--- config.mk ---
export PLATFORM = sky130hd
export DESIGN_NAME = rename_unit
export DESIGN_NICKNAME = d
export VERILOG_FILES = /design/src/design/rename_pkg.sv /design/src/design/commit_if.sv /design/src/design/operand_lookup_if.sv /design/src/design/arch_reg_file.sv /design/src/design/dispatch_ctrl.sv /design/src/design/operand_resolver.sv /design/src/design/rename_buffer.sv /design/src/design/rename_unit.sv /design/src/design/rrf_allocator.sv
export SDC_FILE = /design/constraint.sdc
export NUM_CORES = 2
export LEC_CHECK = 0
export BUFFER_PORTS_ARGS = -buffer_cell sky130_fd_sc_hd__buf_2
export CAP_MARGIN = 10
export CORE_MARGIN = 2
export CORE_UTILIZATION = 40
export CTS_BUF_LIST = sky130_fd_sc_hd__clkbuf_4 sky130_fd_sc_hd__clkbuf_8
export CTS_CLUSTER_DIAMETER = 120
export DETAILED_ROUTE_END_ITERATION = 16
export GPL_TIMING_DRIVEN = 1
export SLEW_MARGIN = 20
export SYNTH_ARGS = -nofsm -noshare
export SYNTH_HDL_FRONTEND = slang
export SYNTH_SLANG_ARGS = --single-unit
--- constraint.sdc ---
create_clock -name clk_i -period 4.5 [get_ports clk_i]
set_input_delay 0.45 -clock clk_i [delete_from_list [all_inputs] [get_ports clk_i]]
set_output_delay 0.45 -clock clk_i [all_outputs]
set_load 0.05 [all_outputs]
--- src/design/rename_pkg.sv ---
package rename_pkg;

    // architectural register file
    localparam int NUM_ARCH_REGS = 32;
    localparam int REG_SEL       = 5;

    // rename register file
    localparam int NUM_RRF = 16;
    localparam int RRF_SEL = 4;

    localparam int DATA_W = 32;

    // forwarding ports: 0 alu, 1 mul, 2 ldst
    localparam int NUM_FWD = 3;

    localparam int NUM_SRC = 2;

    typedef logic [REG_SEL-1:0] reg_idx_t;
    typedef logic [RRF_SEL-1:0] rrf_tag_t;
    typedef logic [DATA_W-1:0]  data_t;

    // one extra bit so a completely free RRF can be counted
    typedef logic [RRF_SEL:0] free_cnt_t;

    // dispatch handshake
    typedef enum logic {
        IDLE,
        HOLD
    } disp_state_e;

endpackage

--- src/design/commit_if.sv ---
`timescale 1ns/1ps

interface commit_if;
    import rename_pkg::*;

    logic     valid;
    reg_idx_t dst_idx;
    logic     we;
    rrf_tag_t tag;

    // data of the retiring rrf entry
    data_t data;

    modport rrf (input tag, output data);

    modport arf (input valid, dst_idx, we, tag, data);

endinterface

--- src/design/operand_lookup_if.sv ---
`timescale 1ns/1ps

interface operand_lookup_if;
    import rename_pkg::*;

    reg_idx_t src_idx;

    // arf side
    logic     arf_busy;
    data_t    arf_data;
    rrf_tag_t arf_tag;

    // rrf entry picked by arf_tag
    logic  rrf_valid;
    data_t rrf_data;

    modport arf (input src_idx, output arf_busy, arf_data, arf_tag);

    modport rrf (input arf_tag, output rrf_valid, rrf_data);

    modport resolver (
        input src_idx, arf_busy, arf_data, arf_tag, rrf_valid, rrf_data
    );

endinterface

--- src/design/arch_reg_file.sv ---
`timescale 1ns/1ps

module arch_reg_file (
    input  logic                  clk_i,
    input  logic                  rst_n_i,
    operand_lookup_if.arf         lookup [rename_pkg::NUM_SRC],
    commit_if.arf                 cm,
    input  logic                  alloc_i,
    input  rename_pkg::reg_idx_t  rd_i,
    input  rename_pkg::rrf_tag_t  alloc_tag_i
);
    import rename_pkg::*;

    data_t                    arf_data [NUM_ARCH_REGS];
    rrf_tag_t                 arf_tag  [NUM_ARCH_REGS];
    logic [NUM_ARCH_REGS-1:0] arf_busy;

    logic com_write;
    logic com_tag_match;
    logic set_busy;

    assign com_write     = cm.valid && cm.we && (cm.dst_idx != '0);
    assign com_tag_match = (arf_tag[cm.dst_idx] == cm.tag);

    // r0 is never renamed
    assign set_busy = alloc_i && (rd_i != '0);

    always_ff @(posedge clk_i or negedge rst_n_i) begin
        if (!rst_n_i) begin
            arf_busy <= '0;
            for (int r = 0; r < NUM_ARCH_REGS; r++) begin
                arf_data[r] <= '0;
                arf_tag[r]  <= '0;
            end
        end else begin
            if (com_write) begin
                arf_data[cm.dst_idx] <= cm.data;
                // a newer rename keeps the register busy
                if (com_tag_match) begin
                    arf_busy[cm.dst_idx] <= 1'b0;
                end
            end
            // set-busy overrides a clear on the same edge
            if (set_busy) begin
                arf_busy[rd_i] <= 1'b1;
                arf_tag[rd_i]  <= alloc_tag_i;
            end
        end
    end

    // combinational read ports, state before this edge's updates
    for (genvar s = 0; s < NUM_SRC; s++) begin : g_rd
        assign lookup[s].arf_busy = arf_busy[lookup[s].src_idx];
        assign lookup[s].arf_data = arf_data[lookup[s].src_idx];
        assign lookup[s].arf_tag  = arf_tag[lookup[s].src_idx];
    end

endmodule

--- src/design/dispatch_ctrl.sv ---
`timescale 1ns/1ps

module dispatch_ctrl (
    input  logic                                        clk_i,
    input  logic                                        rst_n_i,
    input  logic                                        req_i,
    input  logic                                        dst_en_i,
    input  rename_pkg::free_cnt_t                       free_cnt_i,
    input  rename_pkg::rrf_tag_t                        alloc_tag_i,
    input  rename_pkg::data_t [rename_pkg::NUM_SRC-1:0] res_data_i,
    input  logic [rename_pkg::NUM_SRC-1:0]              res_rdy_i,
    output logic                                        alloc_o,
    output logic                                        ack_o,
    output rename_pkg::data_t [rename_pkg::NUM_SRC-1:0] src_data_o,
    output logic [rename_pkg::NUM_SRC-1:0]              src_rdy_o,
    output rename_pkg::rrf_tag_t                        dst_tag_o,
    output logic                                        dst_valid_o
);
    import rename_pkg::*;

    disp_state_e state;
    logic        capture;

    // no free entry stalls only requests that need a destination
    assign capture = (state == IDLE) && req_i && (!dst_en_i || (free_cnt_i != '0));
    assign alloc_o = capture && dst_en_i;

    always_ff @(posedge clk_i or negedge rst_n_i) begin
        if (!rst_n_i) begin
            state       <= IDLE;
            dst_valid_o <= 1'b0;
        end else begin
            case (state)
                IDLE: begin
                    if (capture) begin
                        state       <= HOLD;
                        dst_valid_o <= dst_en_i;
                    end
                end
                HOLD: begin
                    // upstream dropped req, finish the four phases
                    if (!req_i) begin
                        state       <= IDLE;
                        dst_valid_o <= 1'b0;
                    end
                end
                default: state <= IDLE;
            endcase
        end
    end

    assign ack_o = (state == HOLD);

    // operands and tag held for the whole ack phase
    always_ff @(posedge clk_i) begin
        if (capture) begin
            src_data_o <= res_data_i;
            src_rdy_o  <= res_rdy_i;
            dst_tag_o  <= alloc_tag_i;
        end
    end

endmodule

--- src/design/operand_resolver.sv ---
`timescale 1ns/1ps

module operand_resolver (
    operand_lookup_if.resolver lookup,
    output rename_pkg::data_t  src_data_o,
    output logic               src_rdy_o
);
    import rename_pkg::*;

    always_comb begin
        if (lookup.src_idx == '0) begin
            // r0 hardwired to zero
            src_data_o = '0;
            src_rdy_o  = 1'b1;
        end else if (!lookup.arf_busy) begin
            src_data_o = lookup.arf_data;
            src_rdy_o  = 1'b1;
        end else if (lookup.rrf_valid) begin
            src_data_o = lookup.rrf_data;
            src_rdy_o  = 1'b1;
        end else begin
            // pending, pass the tag to wait on
            src_data_o = data_t'(lookup.arf_tag);
            src_rdy_o  = 1'b0;
        end
    end

endmodule

--- src/design/rename_buffer.sv ---
`timescale 1ns/1ps

module rename_buffer (
    input  logic                                        clk_i,
    input  logic                                        rst_n_i,
    operand_lookup_if.rrf                               lookup [rename_pkg::NUM_SRC],
    commit_if.rrf                                       cm,
    input  logic [rename_pkg::NUM_FWD-1:0]              fwd_we_i,
    input  rename_pkg::rrf_tag_t [rename_pkg::NUM_FWD-1:0] fwd_tag_i,
    input  rename_pkg::data_t [rename_pkg::NUM_FWD-1:0] fwd_data_i,
    input  logic                                        alloc_i,
    input  rename_pkg::rrf_tag_t                        alloc_tag_i
);
    import rename_pkg::*;

    data_t              rrf_data [NUM_RRF];
    logic [NUM_RRF-1:0] rrf_valid;

    always_ff @(posedge clk_i) begin
        for (int f = 0; f < NUM_FWD; f++) begin
            if (fwd_we_i[f]) begin
                rrf_data[fwd_tag_i[f]] <= fwd_data_i[f];
            end
        end
    end

    always_ff @(posedge clk_i or negedge rst_n_i) begin
        if (!rst_n_i) begin
            rrf_valid <= '0;
        end else begin
            for (int f = 0; f < NUM_FWD; f++) begin
                if (fwd_we_i[f]) begin
                    rrf_valid[fwd_tag_i[f]] <= 1'b1;
                end
            end
            // fresh entry waits for its result
            if (alloc_i) begin
                rrf_valid[alloc_tag_i] <= 1'b0;
            end
        end
    end

    for (genvar s = 0; s < NUM_SRC; s++) begin : g_rd
        logic  byp_hit;
        data_t byp_data;

        // forwarding in the same cycle bypasses the array
        always_comb begin
            byp_hit  = 1'b0;
            byp_data = rrf_data[lookup[s].arf_tag];
            for (int f = 0; f < NUM_FWD; f++) begin
                if (fwd_we_i[f] && (fwd_tag_i[f] == lookup[s].arf_tag)) begin
                    byp_hit  = 1'b1;
                    byp_data = fwd_data_i[f];
                end
            end
        end

        assign lookup[s].rrf_valid = rrf_valid[lookup[s].arf_tag] | byp_hit;
        assign lookup[s].rrf_data  = byp_data;
    end

    // retiring entry, handed to the arf
    assign cm.data = rrf_data[cm.tag];

endmodule

--- src/design/rename_unit.sv ---
`timescale 1ns/1ps

module rename_unit (
    input  logic                                           clk_i,
    input  logic                                           rst_n_i,

    // dispatch handshake
    input  logic                                           req_i,
    output logic                                           ack_o,
    input  rename_pkg::reg_idx_t                           rs1_i,
    input  rename_pkg::reg_idx_t                           rs2_i,
    input  rename_pkg::reg_idx_t                           rd_i,
    input  logic                                           dst_en_i,

    output rename_pkg::data_t                              src1_data_o,
    output logic                                           src1_rdy_o,
    output rename_pkg::data_t                              src2_data_o,
    output logic                                           src2_rdy_o,
    output rename_pkg::rrf_tag_t                           dst_tag_o,
    output logic                                           dst_valid_o,
    output rename_pkg::free_cnt_t                          free_cnt_o,

    // result forwarding, index 0 alu, 1 mul, 2 ldst
    input  logic [rename_pkg::NUM_FWD-1:0]                 fwd_we_i,
    input  rename_pkg::rrf_tag_t [rename_pkg::NUM_FWD-1:0] fwd_tag_i,
    input  rename_pkg::data_t [rename_pkg::NUM_FWD-1:0]    fwd_data_i,

    // retirement
    input  logic                                           com_valid_i,
    input  rename_pkg::reg_idx_t                           com_dst_i,
    input  logic                                           com_we_i,
    input  rename_pkg::rrf_tag_t                           com_tag_i
);
    import rename_pkg::*;

    operand_lookup_if lookup [NUM_SRC] ();
    commit_if         cm ();

    reg_idx_t [NUM_SRC-1:0] src_idx;
    data_t [NUM_SRC-1:0]    res_data;
    logic [NUM_SRC-1:0]     res_rdy;
    data_t [NUM_SRC-1:0]    src_data;
    logic [NUM_SRC-1:0]     src_rdy;

    logic      alloc;
    rrf_tag_t  alloc_tag;
    free_cnt_t free_cnt;

    assign src_idx = {rs2_i, rs1_i};

    assign cm.valid   = com_valid_i;
    assign cm.dst_idx = com_dst_i;
    assign cm.we      = com_we_i;
    assign cm.tag     = com_tag_i;

    arch_reg_file u_arf (
        .clk_i       (clk_i),
        .rst_n_i     (rst_n_i),
        .lookup      (lookup),
        .cm          (cm),
        .alloc_i     (alloc),
        .rd_i        (rd_i),
        .alloc_tag_i (alloc_tag)
    );

    rename_buffer u_rrf (
        .clk_i       (clk_i),
        .rst_n_i     (rst_n_i),
        .lookup      (lookup),
        .cm          (cm),
        .fwd_we_i    (fwd_we_i),
        .fwd_tag_i   (fwd_tag_i),
        .fwd_data_i  (fwd_data_i),
        .alloc_i     (alloc),
        .alloc_tag_i (alloc_tag)
    );

    rrf_allocator u_alloc (
        .clk_i       (clk_i),
        .rst_n_i     (rst_n_i),
        .alloc_i     (alloc),
        .commit_i    (com_valid_i),
        .alloc_tag_o (alloc_tag),
        .free_cnt_o  (free_cnt)
    );

    for (genvar s = 0; s < NUM_SRC; s++) begin : g_src
        assign lookup[s].src_idx = src_idx[s];

        operand_resolver u_resolver (
            .lookup     (lookup[s]),
            .src_data_o (res_data[s]),
            .src_rdy_o  (res_rdy[s])
        );
    end

    dispatch_ctrl u_disp (
        .clk_i       (clk_i),
        .rst_n_i     (rst_n_i),
        .req_i       (req_i),
        .dst_en_i    (dst_en_i),
        .free_cnt_i  (free_cnt),
        .alloc_tag_i (alloc_tag),
        .res_data_i  (res_data),
        .res_rdy_i   (res_rdy),
        .alloc_o     (alloc),
        .ack_o       (ack_o),
        .src_data_o  (src_data),
        .src_rdy_o   (src_rdy),
        .dst_tag_o   (dst_tag_o),
        .dst_valid_o (dst_valid_o)
    );

    assign src1_data_o = src_data[0];
    assign src1_rdy_o  = src_rdy[0];
    assign src2_data_o = src_data[1];
    assign src2_rdy_o  = src_rdy[1];
    assign free_cnt_o  = free_cnt;

endmodule

--- src/design/rrf_allocator.sv ---
`timescale 1ns/1ps

module rrf_allocator (
    input  logic                  clk_i,
    input  logic                  rst_n_i,
    input  logic                  alloc_i,
    input  logic                  commit_i,
    output rename_pkg::rrf_tag_t  alloc_tag_o,
    output rename_pkg::free_cnt_t free_cnt_o
);
    import rename_pkg::*;

    rrf_tag_t  alloc_ptr;
    free_cnt_t free_cnt;

    always_ff @(posedge clk_i or negedge rst_n_i) begin
        if (!rst_n_i) begin
            alloc_ptr <= '0;
        end else if (alloc_i) begin
            if (alloc_ptr == rrf_tag_t'(NUM_RRF - 1)) begin
                alloc_ptr <= '0;
            end else begin
                alloc_ptr <= alloc_ptr + 1'b1;
            end
        end
    end

    // commits free the oldest entries in order
    always_ff @(posedge clk_i or negedge rst_n_i) begin
        if (!rst_n_i) begin
            free_cnt <= free_cnt_t'(NUM_RRF);
        end else begin
            case ({alloc_i, commit_i})
                2'b10:   free_cnt <= free_cnt - 1'b1;
                2'b01:   free_cnt <= free_cnt + 1'b1;
                // both or neither, count unchanged
                default: free_cnt <= free_cnt;
            endcase
        end
    end

    assign alloc_tag_o = alloc_ptr;
    assign free_cnt_o  = free_cnt;

endmodule

==> results.sh <==
export IMPL_synth_seq_cells=1793
export IMPL_report_final_setup_viol=0
export IMPL_p_comb_share_pct=24.5
export IMPL_hp_class="input pin to flip-flop"
export IMPL_die_area_um2=279000
export IMPL_seqPwrFrac_pct=42.2
export IMPL_final_hold_viol_count=0
export IMPL_antenna_found_initial=66
export IMPL_fmax_mhz=233
export IMPL_cp_end_kind="flip-flop"
export IMPL_holdPathEnd="u_rrf.rrf_data[9][4]$_DFFE_PP_"
export IMPL_gp_congestion=0.976
export IMPL_met2WireLength_um=196000
export IMPL_cts_buffer_depth=4
export IMPL_avgSynthCellArea_um2=12.7
export IMPL_grt_max_degree=147
export IMPL_nNetsFinal=8632
export IMPL_start_util_pct=40.2
export IMPL_grt_pass1_wl_um=612000
export IMPL_power_internal_uw=33600
export IMPL_die_w_um=528
export IMPL_switching_share_pct=32.0
export IMPL_p_switching_uw=15800
export IMPL_synth_edf_count=582
export IMPL_syn_nets=8768
export IMPL_grt_pass1_vias=80249
export IMPL_reg2reg_from="u_arf.arf_tag[68]$_DFFE_PN0P_"
export IMPL_regArea_um2=47800
export IMPL_period_minus_slack_ns=4.29
export IMPL_cts_resized=0
export IMPL_drive_gt1_share_pct=38.2
export IMPL_startpoint="u_arf.arf_tag[68]$_DFFE_PN0P_"
export IMPL_grt_ovfl_total=0
export IMPL_cts_tree="done"
export IMPL_area_growth_pct=11.5
export IMPL_rr_worst_depth=14
export IMPL_crit_fanout=31
export IMPL_multi_input_area_um2=58400
export IMPL_synth_main_ff_cell="dfrtp_1"
export IMPL_num_rows=192
export IMPL_final_common_cell="mux2_2"
export IMPL_clock_latency_ns=1.04
export IMPL_clkSinkCount=1793
export IMPL_r2r_slack_ns=0.21
export IMPL_cts_setup_buffers=0
export IMPL_worstPathRequired_ns=5.17
export IMPL_cts_made_buffers=322
export IMPL_die_h_um=528
export IMPL_dp_hpwl_um=261000
export IMPL_synthArstFlopShare_pct=67.5
export IMPL_p_clk_share_pct=33.3
export IMPL_ant_nets=0
export IMPL_peakVddDrop_v=0.000228
export IMPL_ys_seq_area_share_pct=43.5
export IMPL_critPathSlowestCell="a211oi_1"
export IMPL_track_usage_pct=30.5
export IMPL_cp_num_buf_inv=4
export IMPL_timing_rr_end="u_disp.src_data_o[39]$_SDFFCE_PN0P_"
export IMPL_setup_tns_final_ns=0
export IMPL_maxSlewHeadroom_pct=17.6
export IMPL_drtIter0Drc=10990
export IMPL_p_total_uw=49400
export IMPL_drv_slew=0
export IMPL_viasPerCell=6.61
export IMPL_nFillCells=24511
export IMPL_path_cells="mux4_2 > o22ai_1 > nor4_4 > buf_12 > buf_12 > buf_4 > mux2_2 > nand2_1 > o21ai_0 > a22oi_1 > a31oi_1 > a211oi_1 > buf_4 > o32ai_2"
export IMPL_ctsRootBufferMaster="clkbuf_8"
export IMPL_postRouteWirelength_um=435000
export IMPL_path_class="flip-flop to flip-flop"
export IMPL_min_from="fwd_data_i[4]"
export IMPL_power_density_nw_per_um2=403
export IMPL_vias=81638
export IMPL_synth_area_um2=110000
export IMPL_critPathMaxStageDelay_ns=0.70
export IMPL_htreeDepth=5
export IMPL_routed_top_layer="met5"
export IMPL_io_pins=218
export IMPL_final_cell_mix="1215 x mux2_2, 1210 x dfrtp_1, 1018 x mux2i_1"
export IMPL_critPathTopFamily="compound AO/OA/AOI/OAI gates"
export IMPL_cts_clk_slew_worst_paths_ns=0.08
export IMPL_tightest_slew_ns=1.24
export IMPL_maxCapViolCount=0
export IMPL_synthCells=8618
export IMPL_crit_path_start_kind="flip-flop"
export IMPL_rsz0062_at_grt="no"
export IMPL_firstDrtPassIters=9
export IMPL_skew_ns=0.120
export IMPL_wl_met3_um=43100
export IMPL_core_um2=273000
export IMPL_ys_types=78
export IMPL_io_buffers=217
export IMPL_p_leak_uw=0.0501
export IMPL_drc=0
export IMPL_wl_per_cell_um=35.2
export IMPL_whs_path_depth=3
export IMPL_critPathArrivalTime_ns=4.96
export IMPL_drt_met1_wl_um=162000
export IMPL_status="finished, final reports clean"
export IMPL_final_period_utilization_pct=95.4
export IMPL_yosysWarnings=0
[final cells by class]
type	count	area share, %
sequential	1793	39.0
clock inverter	62	0.361
multi-input combinational	5767	47.7
tap	3589	3.66
timing repair buffer	583	4.11
clock buffer	502	5.09
inverter	15	0.0500
antenna	41	0.0837
[kinds of logic after synthesis]
group                    Yosys count  synth area share (%)
multiplexers                    3113                  39.8
flip-flops                      1793                  43.5
AND/OR/NAND/NOR                 1387                  5.44
AO/OA/AOI/OAI                   1230                  7.03
buffers and inverters           1058                  3.94
XOR/XNOR                          28                 0.223
adder cells (fa/ha/maj)            9                 0.109
[cell usage after synthesis (104+ instances only)]
cell type / instances / area (µm²)
buf_1: 127 / 477
a211oi_1: 104 / 781
nand2_1: 663 / 2490
clkbuf_1: 767 / 2880
mux2_2: 1215 / 13700
buf_2: 111 / 556
edfxtp_1: 582 / 17500
a21oi_1: 373 / 1870
dfrtp_1: 1210 / 30300
o21ai_0: 305 / 1530
nor2_1: 456 / 1710
mux4_2: 879 / 19800
mux2i_1: 1018 / 10200
[what timing repair did]
action	in CTS	in global routing
endpoints found under the hold margin	325	0
hold buffers	30	0
setup endpoints to repair	0	0
[layer usage]
metal / vias up / global-route usage, %
met5: - / 0
met4: 20 / 19.9
met3: 1519 / 6.98
met2: 5163 / 46.9
met1: 42285 / 38.7
li1: 32651 / -
[worst reg2reg max path: cells and delay by family (launching register included)]
kind | cells | cell delay [ns]
compound gates | 6 | 1.34
buf+inv | 4 | 1.07
mux | 2 | 0.63
simple gates | 2 | 0.52
flops | 1 | 0.43
[worst max path at each step]
stage | end | cells past startpoint | slack [ns]
floorplan | u_disp.src_data_o[32]$_SDFFCE_PN0P_ | 13 | 0.92
global placement | u_disp.src_data_o[39]$_SDFFCE_PN0P_ | 14 | 0.02
detailed placement | u_disp.src_data_o[39]$_SDFFCE_PN0P_ | 15 | 0.08
CTS | u_disp.src_data_o[39]$_SDFFCE_PN0P_ | 14 | 0.39
global route | u_disp.src_data_o[39]$_SDFFCE_PN0P_ | 14 | 0.14
finish | u_disp.src_data_o[39]$_SDFFCE_PN0P_ | 14 | 0.21
[power groups by stage]
stage	Clock [µW]	Sequential [µW]	Combinational, µW
final	16400	20800	12100
after CTS	16600	20700	11800
after global routing	17400	21000	12600
after detailed placement	0	21000	11800
after floorplan	0	20700	7690
after global placement	0	20800	11500
[registers in the layout, summed over array words and instances (netlist names)]
signal and flops:
u_alloc.free_cnt_o 5, u_disp.src_rdy_o 2, u_arf.arf_busy 32, u_alloc.alloc_tag_o 4, u_disp.ack_o 1, u_disp.dst_tag_o 4
u_rrf.rrf_data 512, u_disp.dst_valid_o 1, u_arf.arf_data 1024, u_arf.arf_tag 128, u_rrf.rrf_valid 16, u_disp.src_data_o 64
[per-stage QoR]
step	hold WS, ns	setup WS (ns)	instance area (µm²)	util (%)	cells
after floorplan	0.154	0.923	110000	-	8618
after global placement	0.376	0.0192	115000	42.2	11716
after CTS	0.000271	0.386	122000	44.8	12311
final	0.0610	0.209	123000	44.8	12352
after global routing	0.0262	0.138	123000	44.8	12345
after detailed placement	0.384	0.0841	115000	42.2	11717
Note: power is estimated with default switching activity, not from simulation.
